**src/hdl/main_bus_pkg.sv**
```systemverilog
/*
 * Shared definitions for the main CPU memory and I/O block
 * Bus, ROM address and data widths
 * Write and read offsets inside the cabinet I/O page
 * Chip-select struct, decoded request and response payloads
 */
package main_bus_pkg;

    // 8 bank bits above the 16-bit CPU address
    localparam int addr_w     = 24;
    localparam int rom_addr_w = 18;
    localparam int data_w     = 8;

    // I/O page, write side
    localparam logic [3:0] io_ctrl_ofs = 4'd8;
    localparam logic [3:0] io_snd_ofs  = 4'd12;

    // I/O page, read side
    localparam logic [3:0] io_dip_hi_ofs  = 4'd0;
    localparam logic [3:0] io_p1_ofs      = 4'd1;
    localparam logic [3:0] io_p2_ofs      = 4'd2;
    localparam logic [3:0] io_dip_mid_ofs = 4'd3;
    localparam logic [3:0] io_dip_lo_ofs  = 4'd4;

    // Decoder result, one bit per device
    typedef struct packed {
        logic rom;
        logic banked;
        logic ram;
        logic io;
        logic pal;
        logic tile;
        logic obj;
    } bus_sel_t;

    // Stage 1 payload
    typedef struct packed {
        bus_sel_t              sel;
        logic [3:0]            ofs;
        logic                  we;
        logic [data_w-1:0]     wdata;
        logic [rom_addr_w-1:0] rom_addr;
    } bus_req_t;

    // Stage 2 payload, travels with ack
    typedef struct packed {
        logic [data_w-1:0] rdata;
        logic              we;
    } bus_rsp_t;

endpackage

```
**src/hdl/pipe_stage.sv**
```systemverilog
/*
 * Pipeline register for the main CPU bus
 * Valid flag with asynchronous clear
 * Payload of any packed type, held while stalled
 */
`timescale 1ns/1ns

module pipe_stage #(
    parameter type payload_t = logic
) (
    input  logic     clk,
    input  logic     rst,
    input  logic     in_valid,
    input  payload_t in_data,
    input  logic     stall,
    output logic     out_valid,
    output payload_t out_data
);

    // Valid flag, frozen during a stall
    always_ff @(posedge clk, posedge rst) begin
        if (rst) begin
            out_valid <= 1'b0;
        end else if (!stall) begin
            out_valid <= in_valid;
        end
    end

    // Payload only follows a valid input
    // keeps the last beat around for debug
    always_ff @(posedge clk) begin
        if (!stall && in_valid) begin
            out_data <= in_data;
        end
    end

endmodule

```
**src/hdl/addr_decode.sv**
```systemverilog
/*
 * Stage 1 address decoder
 * CPU address to chip selects for ROM, RAM, palette,
 * tile, object and the cabinet I/O page
 * ROM address for the fixed and banked windows
 * Packs the decoded request for the stage 1 register
 */
`timescale 1ns/1ns

module addr_decode (
    input  logic [main_bus_pkg::addr_w-1:0] addr,
    input  logic                            we,
    input  logic [main_bus_pkg::data_w-1:0] dout,
    input  logic                            work,
    input  logic                            rmrd,
    input  logic                            init,
    output main_bus_pkg::bus_req_t          req_data
);
    import main_bus_pkg::*;

    logic [4:0]  bank;
    logic [15:0] a;
    bus_sel_t    sel;

    // Only 5 bank bits reach the ROM
    assign bank = addr[20:16];
    assign a    = addr[15:0];

    always_comb begin
        // 2000-3FFF banked window
        sel.banked = a[15:13] == 3'd1;
        // Fixed program ROM from 8000 up
        sel.rom    = a[15] || sel.banked;
        // Low 1kB is shared with the palette
        sel.ram    = a[15:13] == 3'd0 && (|a[12:10] || !work);
        // 5F80-5F9F
        sel.io     = a[15:7] == 9'h0bf && a[6:5] == 2'd0;
        sel.pal    = a[15:10] == 6'd0 && work;
        // Object RAM and its registers at 7800
        sel.obj    = a[15:11] == 5'h0f && !rmrd && init &&
                     (a[10] || a[9:3] == 7'd0);
        // Whatever is left of 4000-7FFF
        sel.tile   = a[15:14] == 2'd1 && !sel.io && !sel.pal && !sel.obj;
    end

    always_comb begin
        req_data.sel   = sel;
        // Register offset within the I/O page
        req_data.ofs   = a[3:0];
        req_data.we    = we;
        req_data.wdata = dout;
        // 5+13 bits banked, 2+16 bits fixed
        if (sel.banked) begin
            req_data.rom_addr = {bank, a[12:0]};
        end else begin
            req_data.rom_addr = {2'b10, a};
        end
    end

endmodule

```
**src/hdl/io_ports.sv**
```systemverilog
/*
 * Cabinet I/O page
 * Player, coin, start, service and DIP switch read ports
 * Control register with init, rmrd and work bits
 * Sound latch and the sound CPU interrupt
 */
`timescale 1ns/1ns

module io_ports (
    input  logic                            clk,
    input  logic                            rst,
    input  logic                            io_rd,
    input  logic                            io_wr,
    input  logic [3:0]                      ofs,
    input  logic [main_bus_pkg::data_w-1:0] wdata,
    input  logic                            snd_ack,
    input  logic [1:0]                      start_button,
    input  logic [1:0]                      coin_input,
    input  logic [5:0]                      joystick1,
    input  logic [5:0]                      joystick2,
    input  logic                            service,
    input  logic [19:0]                     dipsw,
    output logic [main_bus_pkg::data_w-1:0] port_data,
    output logic                            work,
    output logic                            rmrd,
    output logic                            init,
    output logic                            snd_irq,
    output logic [main_bus_pkg::data_w-1:0] snd_latch
);
    import main_bus_pkg::*;

    logic [data_w-1:0] port_sel;
    logic [data_w-1:0] port_q;

    // Read port mux
    always_comb begin
        case (ofs)
            io_dip_hi_ofs:  port_sel = {3'b111, service, dipsw[19:16]};
            io_p1_ofs:      port_sel = {start_button[0], coin_input[0], joystick1};
            io_p2_ofs:      port_sel = {start_button[1], coin_input[1], joystick2};
            io_dip_mid_ofs: port_sel = dipsw[15:8];
            io_dip_lo_ofs:  port_sel = dipsw[7:0];
            // Watchdog and gaps read as open bus
            default:        port_sel = {data_w{1'b1}};
        endcase
    end

    // Last port byte read
    always_ff @(posedge clk) begin
        if (io_rd) begin
            port_q <= port_sel;
        end
    end

    // Fresh byte during the read cycle, held value after it
    assign port_data = io_rd ? port_sel : port_q;

    // Control register, bits 1:0 are coin counters and not kept
    always_ff @(posedge clk, posedge rst) begin
        if (rst) begin
            init <= 1'b0;
            rmrd <= 1'b0;
            work <= 1'b0;
        end else if (io_wr && ofs == io_ctrl_ofs) begin
            {init, rmrd, work} <= wdata[7:5];
        end
    end

    // Sound latch; a new latch write beats the acknowledge
    always_ff @(posedge clk, posedge rst) begin
        if (rst) begin
            snd_latch <= '0;
            snd_irq   <= 1'b0;
        end else if (io_wr && ofs == io_snd_ofs) begin
            snd_latch <= wdata;
            snd_irq   <= 1'b1;
        end else if (snd_ack) begin
            snd_irq <= 1'b0;
        end
    end

endmodule

```
**src/hdl/read_return.sv**
```systemverilog
/*
 * Stage 2 access and return
 * Device strobes from the held request
 * ROM wait with stall of stage 1
 * Read data priority mux and response for the ack stage
 */
`timescale 1ns/1ns

module read_return (
    input  logic                                clk,
    input  logic                                rst,
    input  logic                                req_valid,
    input  main_bus_pkg::bus_req_t              req_data,
    input  logic [main_bus_pkg::data_w-1:0]     rom_data,
    input  logic                                rom_ok,
    input  logic [main_bus_pkg::data_w-1:0]     ram_dout,
    input  logic [main_bus_pkg::data_w-1:0]     pal_dout,
    input  logic [main_bus_pkg::data_w-1:0]     tile_dout,
    input  logic [main_bus_pkg::data_w-1:0]     obj_dout,
    input  logic [main_bus_pkg::data_w-1:0]     port_data,
    output logic                                stall,
    output logic                                rom_cs,
    output logic [main_bus_pkg::rom_addr_w-1:0] rom_addr,
    output logic                                ram_we,
    output logic                                pal_we,
    output logic                                tile_cs,
    output logic                                obj_cs,
    output logic                                io_rd,
    output logic                                io_wr,
    output logic                                rsp_valid,
    output main_bus_pkg::bus_rsp_t              rsp_data
);
    import main_bus_pkg::*;

    bus_sel_t          sel;
    logic              rom_ok_stale;
    logic [data_w-1:0] rdata;

    assign sel = req_data.sel;

    // ROM request held as long as stage 1 is stalled
    assign rom_cs   = req_valid && sel.rom;
    assign rom_addr = req_data.rom_addr;

    // On back-to-back ROM accesses rom_ok still belongs to the old address
    // for one cycle, so it is ignored then
    assign stall = rom_cs && (!rom_ok || rom_ok_stale);

    always_ff @(posedge clk, posedge rst) begin
        if (rst) begin
            rom_ok_stale <= 1'b0;
        end else begin
            rom_ok_stale <= rom_cs && !stall;
        end
    end

    // Single cycle strobes, no stall possible off the ROM
    assign ram_we  = req_valid && sel.ram && req_data.we;
    assign pal_we  = req_valid && sel.pal && req_data.we;
    assign tile_cs = req_valid && sel.tile;
    assign obj_cs  = req_valid && sel.obj;
    assign io_rd   = req_valid && sel.io && !req_data.we;
    assign io_wr   = req_valid && sel.io && req_data.we;

    // rom > ram > io > pal > tile > obj, open bus reads FF
    always_comb begin
        if (sel.rom) begin
            rdata = rom_data;
        end else if (sel.ram) begin
            rdata = ram_dout;
        end else if (sel.io) begin
            rdata = port_data;
        end else if (sel.pal) begin
            rdata = pal_dout;
        end else if (sel.tile) begin
            rdata = tile_dout;
        end else if (sel.obj) begin
            rdata = obj_dout;
        end else begin
            rdata = {data_w{1'b1}};
        end
    end

    // Writes get an ack too
    assign rsp_valid      = req_valid && !stall;
    assign rsp_data.rdata = rdata;
    assign rsp_data.we    = req_data.we;

endmodule

```
**src/hdl/main_bus.sv**
```systemverilog
/*
 * Main CPU memory and I/O block, top level
 * Decode, stage 1 register, access and return, ack register
 * Cabinet I/O page with control register and sound latch
 */
`timescale 1ns/1ns

module main_bus (
    input  logic                                clk,
    input  logic                                rst,
    // CPU bus
    input  logic                                req,
    input  logic [main_bus_pkg::addr_w-1:0]     addr,
    input  logic                                we,
    input  logic [main_bus_pkg::data_w-1:0]     dout,
    output logic                                busy,
    output logic                                ack,
    output logic [main_bus_pkg::data_w-1:0]     din,
    // ROM
    output logic                                rom_cs,
    output logic [main_bus_pkg::rom_addr_w-1:0] rom_addr,
    input  logic [main_bus_pkg::data_w-1:0]     rom_data,
    input  logic                                rom_ok,
    // Work RAM and palette
    output logic                                ram_we,
    output logic                                pal_we,
    input  logic [main_bus_pkg::data_w-1:0]     ram_dout,
    input  logic [main_bus_pkg::data_w-1:0]     pal_dout,
    // Video
    output logic                                tile_cs,
    output logic                                obj_cs,
    output logic                                rmrd,
    input  logic [main_bus_pkg::data_w-1:0]     tile_dout,
    input  logic [main_bus_pkg::data_w-1:0]     obj_dout,
    // Sound
    output logic [main_bus_pkg::data_w-1:0]     snd_latch,
    output logic                                snd_irq,
    input  logic                                snd_ack,
    // Cabinet
    input  logic [1:0]                          start_button,
    input  logic [1:0]                          coin_input,
    input  logic [5:0]                          joystick1,
    input  logic [5:0]                          joystick2,
    input  logic                                service,
    input  logic [19:0]                         dipsw
);
    import main_bus_pkg::*;

    bus_req_t          dec_req;
    bus_req_t          dec_q;
    logic              dec_valid;
    bus_rsp_t          rsp_d;
    bus_rsp_t          rsp_q;
    logic              rsp_valid;
    logic              stall;
    logic              io_rd;
    logic              io_wr;
    logic [data_w-1:0] port_data;
    logic              work;
    logic              init;

    // Stage 1, decode
    addr_decode u_decode (
        .addr     ( addr     ),
        .we       ( we       ),
        .dout     ( dout     ),
        .work     ( work     ),
        .rmrd     ( rmrd     ),
        .init     ( init     ),
        .req_data ( dec_req  )
    );

    pipe_stage #(.payload_t(bus_req_t)) u_dec_stage (
        .clk       ( clk       ),
        .rst       ( rst       ),
        .in_valid  ( req       ),
        .in_data   ( dec_req   ),
        .stall     ( stall     ),
        .out_valid ( dec_valid ),
        .out_data  ( dec_q     )
    );

    // Stage 2, access and return
    read_return u_return (
        .clk       ( clk       ),
        .rst       ( rst       ),
        .req_valid ( dec_valid ),
        .req_data  ( dec_q     ),
        .rom_data  ( rom_data  ),
        .rom_ok    ( rom_ok    ),
        .ram_dout  ( ram_dout  ),
        .pal_dout  ( pal_dout  ),
        .tile_dout ( tile_dout ),
        .obj_dout  ( obj_dout  ),
        .port_data ( port_data ),
        .stall     ( stall     ),
        .rom_cs    ( rom_cs    ),
        .rom_addr  ( rom_addr  ),
        .ram_we    ( ram_we    ),
        .pal_we    ( pal_we    ),
        .tile_cs   ( tile_cs   ),
        .obj_cs    ( obj_cs    ),
        .io_rd     ( io_rd     ),
        .io_wr     ( io_wr     ),
        .rsp_valid ( rsp_valid ),
        .rsp_data  ( rsp_d     )
    );

    io_ports u_io (
        .clk          ( clk           ),
        .rst          ( rst           ),
        .io_rd        ( io_rd         ),
        .io_wr        ( io_wr         ),
        .ofs          ( dec_q.ofs     ),
        .wdata        ( dec_q.wdata   ),
        .snd_ack      ( snd_ack       ),
        .start_button ( start_button  ),
        .coin_input   ( coin_input    ),
        .joystick1    ( joystick1     ),
        .joystick2    ( joystick2     ),
        .service      ( service       ),
        .dipsw        ( dipsw         ),
        .port_data    ( port_data     ),
        .work         ( work          ),
        .rmrd         ( rmrd          ),
        .init         ( init          ),
        .snd_irq      ( snd_irq       ),
        .snd_latch    ( snd_latch     )
    );

    // Ack register, never stalled
    pipe_stage #(.payload_t(bus_rsp_t)) u_rsp_stage (
        .clk       ( clk       ),
        .rst       ( rst       ),
        .in_valid  ( rsp_valid ),
        .in_data   ( rsp_d     ),
        .stall     ( 1'b0      ),
        .out_valid ( ack       ),
        .out_data  ( rsp_q     )
    );

    // Busy only while a ROM access waits
    assign busy = stall && dec_valid;
    assign din  = rsp_q.rdata;

endmodule

```
**config.mk**
```make
export PLATFORM = sky130hd
export DESIGN_NAME = main_bus
export DESIGN_NICKNAME = d
export VERILOG_FILES = /design/src/hdl/main_bus_pkg.sv /design/src/hdl/pipe_stage.sv /design/src/hdl/addr_decode.sv /design/src/hdl/io_ports.sv /design/src/hdl/read_return.sv /design/src/hdl/main_bus.sv
export SDC_FILE = /design/constraint.sdc
export NUM_CORES = 1
export LEC_CHECK = 0
export ABC_AREA = 0
export BUFFER_PORTS_ARGS = -buffer_cell sky130_fd_sc_hd__buf_2
export CORE_UTILIZATION = 46
export DETAILED_ROUTE_END_ITERATION = 12
export GPL_TIMING_DRIVEN = 0
export PLACE_DENSITY = 0.8
export SYNTH_ARGS = -nofsm -noshare
export SYNTH_HDL_FRONTEND = slang
export SYNTH_SLANG_ARGS = --single-unit
```
**constraint.sdc**
```tcl
create_clock -name clk -period 3.49 [get_ports clk]
set_input_delay 0.5235 -clock clk [delete_from_list [all_inputs] [get_ports clk]]
set_output_delay 0.5235 -clock clk [all_outputs]
set_load 0.02 [all_outputs]
```
==> results of run 1 <==
## where the power goes
| group | leakage [nW] | switching (mW) | total (mW) | internal [mW] |
|---|---|---|---|---|
| logic | 1.22 | 0.199 | 0.361 | 0.161 |
| registers | 0.657 | 0.0304 | 0.917 | 0.886 |
| clock network | 0.0845 | 0.290 | 0.567 | 0.278 |
## cell families (layout without fill, tap and decap cells)
logic type      count (synthesis)  count (layout)  share of synthesized area
simple gates                   83              83                     0.1381
xor+xnor                        1               1                   0.002769
mux                            18              18                    0.06527
buf+inv                        45             215                    0.07951
compound gates                 72              72                     0.1559
flops                          64              64                     0.5585
## per-stage QoR
step / util / power [mW] / hold WS (ns) / cells / area, µm²
2_1_floorplan: - / 1.141 / 0.4241 / 283 / 3163
3_5_place_dp: 0.6217 / 1.296 / 0.4474 / 514 / 4038
5_1_grt: 0.6498 / 1.937 / 0.2909 / 530 / 4220
6_report: 0.6498 / 1.845 / 0.2396 / 530 / 4220
3_3_place_gp: 0.6205 / 1.285 / 0.4343 / 514 / 4030
4_1_cts: 0.6498 / 1.860 / 0.2582 / 530 / 4220
## flip-flops by register name, indices dropped and copies added (netlist names), 8 cells and up
signal,flops
u_io.port_q,8
u_io.snd_latch,8
u_rsp_stage.out_data,8
u_dec_stage.out_data,33
## final cells by class
cell class                      instances  area (µm²)  share of cell area
Tap cell                               77       96.34             0.02283
Sequential cell                        64        1767              0.4186
Timing Repair Buffer                  154       770.7              0.1826
Buffer                                 29       191.4             0.04536
Multi-Input combinational cell        174        1152              0.2731
Clock inverter                          6       45.04             0.01067
Inverter                               16       60.06             0.01423
Clock buffer                           10       137.6             0.03261
## routing by layer
layer	track usage	share of wire	routed length (µm)
met3	0.06323	0.076	596
met2	0.3718	0.50	3895
met4	0.08629	0.013	100
met1	0.2763	0.41	3245
met5	0	0	0
## worst max-delay path, delay by kind of cell (launching register included)
| kind | cells | cell delay (ns) |
|---|---|---|
| buf+inv | 1 | 0.25 |
| simple gates | 1 | 0.13 |
| flops | 1 | 0.47 |
| compound gates | 1 | 0.39 |
## layout by cell type (no fill, tap or decap), types with 6 or more instances in the layout
master and count:
mux2i_1 6, nor2_1 27, o21ai_0 18, mux2_2 11, nand2_1 15, a21oi_1 8
buf_4 18, dfrtp_1 15, o22ai_1 9, dfxtp_1 8, clkbuf_8 10, inv_1 15
edfxtp_1 41, a211oi_1 6, nand2b_1 8, buf_2 160
## worst max path at each step
stage | to | slack [ns]
2_1_floorplan | u_dec_stage.out_data[0] | 0.82
3_3_place_gp | u_dec_stage.out_data[5] | 0.26
3_5_place_dp | u_rsp_stage.out_data[5] | 1.50
4_1_cts | busy | 1.37
5_1_grt | pal_we | 1.26
6_report | busy | 1.39
==> impl_metrics.yaml, run 1 <==
clock_network:
  cts_resized: 0
  clk_latency_ns: 0.33
  hold_buffers: 0
  cts_buffer_depth: 2
  htree_levels: 3
  cts_root_buffer: "clkbuf_8"
  cts_buffers: 9
  cts_tree: "built"
  clk_pin_slew_worst_paths_ns: 0.07
  clock-sinks: 64
  post_cts_buffers: 0
logic_synthesis:
  synth-edff-count: 41
  ys_seq_elements: 64
  synth_top_area_frac: 0.3892
  synth.most_common_cell: "edfxtp_1"
  syn_nets: 398
  yosysWarnings: 0
  synth_ff_type: "edfxtp_1"
  syn_avg_cell_area_um2: 11.18
  syn_area_um2: 3163
  async_flop_share: 0.2344
  yosysTopAreaCell: "edfxtp_1"
  synthTopCellsByCount: "edfxtp_1, nor2_1, buf_4, o21ai_0"
  synthTopCellsByArea: "edfxtp_1, dfrtp_1, dfxtp_1, buf_4, mux2_2"
  synth_cell_type_count: 53
  syn_inst: 283
  ys_seq_area_frac: 0.5585
place:
  port_buffers: 154
  gp_congestion: 0.7726
  dp_slack_ns: 1.505
  dpl.hpwl_um: 6087
critical_path:
  crit_chain: "nand2_1, a21oi_1, buf_2"
  cp-end-kind: "output pin"
  start_kind: "flop"
  r2r_end: "u_rsp_stage.out_data[5]"
  rr_startpoint: "u_dec_stage.out_data[0]"
  slowest_stage: "dfrtp_1"
  cp.arrival_ns: 1.57
  reg2reg_slack_ns: 1.55
  worstPathMaxFanout: 8
  cp.required_ns: 2.97
  max_stage_delay_ns: 0.47
  ff2ff_path_depth: 7
  critPathKind: "reg -> out"
  critPathLaunch: "u_dec_stage.out_valid"
sta:
  setup_violations: 0
  fin_crit_ns: 2.097
  finalCritPeriodShare: 0.6009
  clock_skew_ns: 0.01030
  finalWorstSetupSlack_ns: 1.393
  slew_violations: 0
  rsz0062_at_grt: "false"
  setup_tns_ns: 0
  tightest_slew_ns: 0.8926
  hold_viol_final: 0
  max_freq_mhz: 476.9
  max-slew-margin-rel: 0.4037
run_status:
  violations: "design-rule violations"
  status: "finished with violations"
die:
  rows: 29
  die_y_um: 84.92
  io_pins: 158
  start_util: 0.4870
  core_um2: 6495
  dieArea_um2: 7211
  fp.dieW_um: 84.92
global_routing:
  grt_usage: 0.2230
  grt_pass1_vias: 2637
  overflow: 0
  grt_pass1_wl_um: 12210
  antenna_found_initial: 0
  grt_max_degree: 34
detailed_routing:
  drt-initial-drc-count: 155
  drc_errors: 10
  wirelength_um: 7837
  antenna_left: 0
  viasPerCell: 5.213
  via_count: 2763
  first_pass_iters: 9
  detail_route.wl_per_cell_um: 14.79
run:
  cap_viol_max_count: 0
pwr:
  pwr_density_cell_nw_per_um2: 437.1
  ir_drop_mv: 0.3088
  leakagePower_nw: 1.963
min_path:
  holdCritPathClass: "in -> async"
cells_and_area:
  area_growth_syn_to_layout_pct: 33.43
  fillers: 548
  antenna_cells: 0
  final_nets: 563
  drive_gt1_frac: 0.4724
Note: power is estimated with default switching activity, not from simulation.
==> run 2: changes to the inputs <==
--- a/config.mk
+++ b/config.mk
@@ -5,7 +5,7 @@
 export SDC_FILE = /design/constraint.sdc
 export NUM_CORES = 1
 export LEC_CHECK = 0
-export ABC_AREA = 0
+export ABC_AREA = 1
 export BUFFER_PORTS_ARGS = -buffer_cell sky130_fd_sc_hd__buf_2
 export CORE_UTILIZATION = 46
 export DETAILED_ROUTE_END_ITERATION = 12
==> constraint.sdc (replaced) <==
create_clock -name clk -period 2 [get_ports clk]
set_input_delay 0.3 -clock clk [delete_from_list [all_inputs] [get_ports clk]]
set_output_delay 0.3 -clock clk [all_outputs]
set_load 0.02 [all_outputs]
==> run 2 against run 1 <==
Against the previous run:
- the run now ends clean
- via count rose by 12%
- final cell count rose by 20%
- first-iteration DRC count fell by 22%
- wire length rose by 4.3%
- global-route usage fell by 0.15 points
- critical path type is now reg -> reg
- core utilization fell by 0.87 points
==> impl_metrics.yaml, run 2 <==
logic_synthesis:
  synth_cell_type_count: 30
  synth_ff_type: "edfxtp_1"
  synth-edff-count: 41
  async_flop_share: 0.2344
  yosysTopAreaCell: "edfxtp_1"
  synthTopCellsByArea: "edfxtp_1, dfrtp_1, nand2_1, nand3_1, nor2_1"
  syn_avg_cell_area_um2: 8.765
  ys_seq_elements: 64
  synth_top_area_frac: 0.3786
  syn_area_um2: 3252
  ys_seq_area_frac: 0.5433
  synthTopCellsByCount: "nand2_1, nor2_1, edfxtp_1, nand3_1, inv_1"
  yosysWarnings: 0
  syn_inst: 371
  syn_nets: 486
  synth.most_common_cell: "nand2_1"
clock_network:
  cts_tree: "built"
  post_cts_buffers: 0
  htree_levels: 3
  cts_buffers: 9
  clock-sinks: 64
  cts_root_buffer: "clkbuf_8"
  cts_buffer_depth: 2
  clk_pin_slew_worst_paths_ns: 0.08
  clk_latency_ns: 0.33
critical_path:
  start_kind: "flop"
  slowest_stage: "edfxtp_1"
  critical-path-top-delay-family: "simple AND/OR/NAND/NOR gates"
  reg2reg_slack_ns: 0.18
  ff2ff_path_depth: 10
  cp.arrival_ns: 1.91
  crit_chain: "nor2_4, nand2_1, nand2_2, nand2_1, nor2_1, nand2_1, nand3_1, nand2_1, nand2_1, nand2_1"
  rr_startpoint: "u_dec_stage.out_data[3]"
  crit_buf_inv: 0
  cp-end-kind: "flop"
  cp.required_ns: 2.09
  max_stage_delay_ns: 0.51
  critPathKind: "reg -> reg"
  r2r_end: "u_rsp_stage.out_data[1]"
  worstPathMaxFanout: 9
  worst_path_most_repeated_cell: "nand2_1"
cells_and_area:
  area_growth_syn_to_layout_pct: 33.94
  antenna_cells: 0
  final_util: 0.6411
  final_nets: 652
  mostFrequentLayoutCell: "buf_2"
  drive_gt1_frac: 0.4077
  largest_register: "u_dec_stage.out_data"
  most-common-layout-cells: "buf_2, nand2_1, nor2_1"
  largest_reg_flops: 33
die:
  die_y_um: 86.08
  fp.dieW_um: 86.08
  core_um2: 6794
  io_pins: 158
  rows: 30
  start_util: 0.4786
  dieArea_um2: 7410
pwr:
  leakagePower_nw: 2.179
  ir_drop_mv: 0.4525
  pwr_density_cell_nw_per_um2: 743.6
run:
  cap_viol_max_count: 0
sta:
  whs_ns: 0.02506
  rsz0062_at_grt: "false"
  clock_skew_ns: 0.007432
  max-slew-margin-rel: 0.5991
  setup_tns_ns: 0
  slew_violations: 0
  hold_viol_final: 0
  fin_crit_ns: 1.821
  tightest_slew_ns: 0.6007
  setup_violations: 0
  finalCritPeriodShare: 0.9104
  max_freq_mhz: 549.2
global_routing:
  overflow: 0
  grt_pass1_wl_um: 12650
  grt_pass1_vias: 2994
  grt_usage: 0.2215
  grt_max_degree: 34
  antenna_found_initial: 0
detailed_routing:
  drt-initial-drc-count: 121
  first_pass_iters: 7
  viasPerCell: 4.864
  detail_route.wl_per_cell_um: 12.81
  drc_errors: 0
  wirelength_um: 8172
  via_count: 3103
  antenna_left: 0
min_path:
  holdCritPathClass: "in -> async"
place:
  port_buffers: 154
  gp_congestion: 0.8670
  dpl.hpwl_um: 6213
run_status:
  status: "completed"
## run 2: cells by family after synthesis
family,after synthesis,synth area share
AOI/OAI and AO/OA,48,0.08696
buffers and inverters,65,0.09965
DFF,64,0.5433
muxes,5,0.01731
and+or+nand+nor,189,0.2528
## run 2: routing by layer
layer  vias to the layer above  part of all wire  GRT usage
met1                      1402              0.40     0.2558
met4                         0             0.019    0.06970
met3                        15             0.076    0.06064
met5                         -                 0          0
met2                       133              0.50     0.3975
li1                       1553                 -          -
## run 2: per-stage QoR
stage	total power, mW	instances	setup WS (ns)	area [µm²]
floorplan	2.003	371	0.1658	3259
global placement	2.246	621	0.06550	4150
detailed placement	2.265	621	0.05364	4150
CTS	3.264	637	0.02260	4332
global route	3.409	638	0.04722	4355
finish	3.239	638	0.1792	4355
## run 2: area by class of cell
type / instances / area (µm²)
Tap cell: 96 / 120.1
Sequential cell: 64 / 1767
Multi-Input combinational cell: 243 / 1192
Buffer: 27 / 181.4
Inverter: 38 / 142.6
Fill cell: 627 / 2439
Clock buffer: 10 / 137.6
Clock inverter: 6 / 43.79
Timing Repair Buffer: 154 / 770.7
## run 2: worst register-to-register path: stages (launching register included)
cell and delay (ns):
edfxtp_1 0.51, nor2_4 0.28, nand2_1 0.14, nand2_2 0.13, nand2_1 0.06, nor2_1 0.14, nand2_1 0.07, nand3_1 0.09
nand2_1 0.06, nand2_1 0.05, nand2_1 0.05
## run 2: worst max-delay path by stage
| stage | to | start | slack [ns] | cells past startpoint |
|---|---|---|---|---|
| 3_3_place_gp | u_dec_stage.out_data[20] | u_dec_stage.out_data[37] | 0.07 | 5 |
| 6_report | u_rsp_stage.out_data[1] | u_dec_stage.out_data[3] | 0.18 | 10 |
| 4_1_cts | u_dec_stage.out_data[12] | u_dec_stage.out_data[37] | 0.02 | 5 |
| 2_1_floorplan | u_dec_stage.out_data[0] | u_dec_stage.out_data[37] | 0.17 | 5 |
| 5_1_grt | u_rsp_stage.out_data[1] | u_dec_stage.out_data[2] | 0.05 | 11 |
| 3_5_place_dp | u_dec_stage.out_data[1] | u_dec_stage.out_data[37] | 0.05 | 5 |
## run 2: report_power, final
part	total (mW)	internal, mW	switching, mW	leakage, nW
Clock	0.994	0.485	0.509	0.0826
Sequential	1.60	1.55	0.0533	0.661
Combinational	0.644	0.268	0.376	1.44
## run 2: repair_timing
item,CTS,global route
resized for setup,0,4
hold buffers,0,0
setup endpoints to repair,0,36
==> run 3: changes to the inputs <==
--- a/config.mk
+++ b/config.mk
@@ -7,10 +7,10 @@
 export LEC_CHECK = 0
 export ABC_AREA = 1
 export BUFFER_PORTS_ARGS = -buffer_cell sky130_fd_sc_hd__buf_2
-export CORE_UTILIZATION = 46
+export CORE_UTILIZATION = 42
 export DETAILED_ROUTE_END_ITERATION = 12
 export GPL_TIMING_DRIVEN = 0
-export PLACE_DENSITY = 0.8
+export PLACE_DENSITY = 0.77
 export SYNTH_ARGS = -nofsm -noshare
 export SYNTH_HDL_FRONTEND = slang
 export SYNTH_SLANG_ARGS = --single-unit
==> constraint.sdc (replaced) <==
create_clock -name clk -period 1.5 [get_ports clk]
set_input_delay 0.225 -clock clk [delete_from_list [all_inputs] [get_ports clk]]
set_output_delay 0.225 -clock clk [all_outputs]
set_load 0.005 [all_outputs]
==> run 3 against run 2 <==
Against the previous run:
- the run now ends with negative setup slack left
- non-clock buffer count is 26 higher
- worst hold slack better by 0.013 ns
- register-to-register slack worse by 0.43 ns
- design area is 11% higher
- sequential power is 34% higher
- worst setup slack worse by 0.43 ns
- critical path depth is 1 higher
- sequential share of layout area is 4.0 points lower
- combinational power is 43% higher
==> impl_metrics.yaml, run 3 (same netlist as run 2, synthesis figures left out) <==
run_status:
  status: "finished with violations"
  violations: "negative setup slack"
detailed_routing:
  drc_errors: 0
  drt-initial-drc-count: 100
  wirelength_um: 9029
  via_count: 3241
  first_pass_iters: 4
  detail_route.wl_per_cell_um: 13.54
  viasPerCell: 4.859
  antenna_left: 0
pwr:
  switching_share: 0.2794
  pwr_density_cell_nw_per_um2: 914.2
  p_comb_frac: 0.208
  p_int_mw: 3.179
  switchingPower_mw: 1.233
  p_clk_frac: 0.307
  ir_drop_mv: 0.7361
  leakagePower_nw: 2.387
  pwr-share-seq: 0.485
cells_and_area:
  drive_gt1_frac: 0.5123
  fillers: 647
  antenna_cells: 0
  most-common-layout-cells: "buf_2, nand2_1, edfxtp_1"
  largest_reg_flops: 33
  layout.cells.non_filler: 667
  area_growth_syn_to_layout_pct: 48.40
  mostFrequentLayoutCell: "buf_2"
  largest_register: "u_dec_stage.out_data"
  final_nets: 678
  final_cell_area_um2: 4826
sta:
  finalCritPeriodShare: 1.168
  slew_violations: 0
  max_freq_mhz: 570.7
  hold_viol_final: 0
  rsz0062_at_grt: "true"
  setup_violations: 17
  clock_skew_ns: 0.01167
  fin_crit_ns: 1.752
  tightest_slew_ns: 0.5761
  finalWorstSetupSlack_ns: -0.2524
  max-slew-margin-rel: 0.6155
critical_path:
  cp.arrival_ns: 1.85
  rr_startpoint: "u_dec_stage.out_data[3]"
  cp.required_ns: 1.60
  slowest_stage: "edfxtp_1"
  worst_path_most_repeated_cell: "nand2_1"
  critPathLaunch: "u_dec_stage.out_data[3]"
  worstPathMaxFanout: 5
  cp-end-kind: "flop"
  crit_chain: "buf_6, nor2_4, nand2_4, nand2_4, nand2_1, nor2_1, nand2_1, nand2_1, nand2_1, nand2_2, a21oi_2"
  start_kind: "flop"
  critPathKind: "reg -> reg"
  max_stage_delay_ns: 0.45
die:
  dieArea_um2: 8098
  rows: 31
  die_y_um: 89.99
  fp.dieW_um: 89.99
  io_pins: 158
  start_util: 0.4413
  core_um2: 7370
place:
  dpl.hpwl_um: 6305
  gp_congestion: 0.8655
  port_buffers: 154
  placed_cell_area_um2: 4184
  post-place-cells: 624
clock_network:
  cts_root_buffer: "clkbuf_8"
  htree_levels: 3
  cts_tree: "built"
  clk_latency_ns: 0.35
  clock-sinks: 64
  cts_buffer_depth: 2
  clk_pin_slew_worst_paths_ns: 0.08
  cts_buffers: 9
run:
  cap_viol_max_count: 0
global_routing:
  antenna_found_initial: 0
  grt_max_degree: 18
  grt_usage: 0.2195
  grt_pass1_wl_um: 13990
  overflow: 0
  grt_pass1_vias: 3084
min_path:
  hp-start: "snd_ack"
  holdCritPathClass: "in -> reg"
[run 3: changes by cell type in the layout (fill, tap and decap cells not counted), sizes merged]
cell / previous run / this run
inv: 37 / 38
buf: 178 / 201
clkinv: 4 / 6
dlygate4sd3: 0 / 1
clkbuf: 13 / 15
clkinvlp: 3 / 0
[run 3: stage by stage]
stage,utilization,TNS [ns],power [mW],worst slack [ns],hold WS [ns]
2_1_floorplan,-,-3.735,2.568,-0.1115,0.1265
3_3_place_gp,0.5677,-16.30,2.894,-0.3397,0.2962
3_5_place_dp,0.5677,-19.03,2.920,-0.3917,0.3150
4_1_cts,0.6331,-1.926,4.380,-0.1872,0.03255
5_1_grt,0.6548,-4.025,4.627,-0.3360,0.02719
6_report,0.6548,-2.288,4.412,-0.2524,0.03774
[run 3: path summary, 6_finish.rpt]
| check | end | slack (ns) | cells past startpoint |
|---|---|---|---|
| worst max register to register | u_rsp_stage.out_data[2] | -0.25 | 11 |
| worst min-delay path | u_io.snd_irq | 0.04 | 2 |
| worst min register to register | u_return.rom_ok_stale | 0.46 | 1 |
| min in group asynchronous | u_io.snd_latch[4] | 0.47 | 3 |
| max in group asynchronous | u_dec_stage.out_valid | 0.64 | 3 |
| worst max-delay path | u_rsp_stage.out_data[2] | -0.25 | 11 |
[run 3: what timing repair did]
action,4_1_cts,5_1_grt
endpoints found under the setup margin,69,24
buffers inserted,20,5
gates cloned,1,0
pin swaps,21,20
hold buffers,1,0
gates resized for setup,34,39
endpoints found under the hold margin,15,0
[run 3: power by group through the flow]
stage	combinational [mW]	sequential, mW	clock, mW
detailed placement	0.744	2.18	0
global placement	0.725	2.17	0
CTS	0.857	2.14	1.39
global route	1.01	2.16	1.46
finish	0.919	2.14	1.35
floorplan	0.403	2.16	0
[run 3: worst max-delay path: cells and delay by family, from the launching register on]
kind	cells	cell delay (ns)
flip-flops	1	0.45
AND/OR/NAND/NOR	9	0.82
AO/OA/AOI/OAI	1	0.05
buffers and inverters	1	0.16
[run 3: final cells by class]
cell class | instances | area (µm²) | share of cell area
Timing Repair Buffer | 180 | 1042 | 0.2160
Clock buffer | 10 | 137.6 | 0.02852
Tap cell | 99 | 123.9 | 0.02567
Multi-Input combinational cell | 243 | 1358 | 0.2813
Clock inverter | 6 | 42.54 | 0.008815
Buffer | 27 | 202.7 | 0.04200
Sequential cell | 64 | 1767 | 0.3661
Inverter | 38 | 152.6 | 0.03163
[run 3: routing by layer]
metal / track usage / vias up / wire [µm]
li1: - / 1605 / -
met1: 0.2639 / 1476 / 3612
met2: 0.3724 / 135 / 4538
met3: 0.06514 / 25 / 642
met4: 0.08199 / 0 / 235
met5: 0 / - / 0
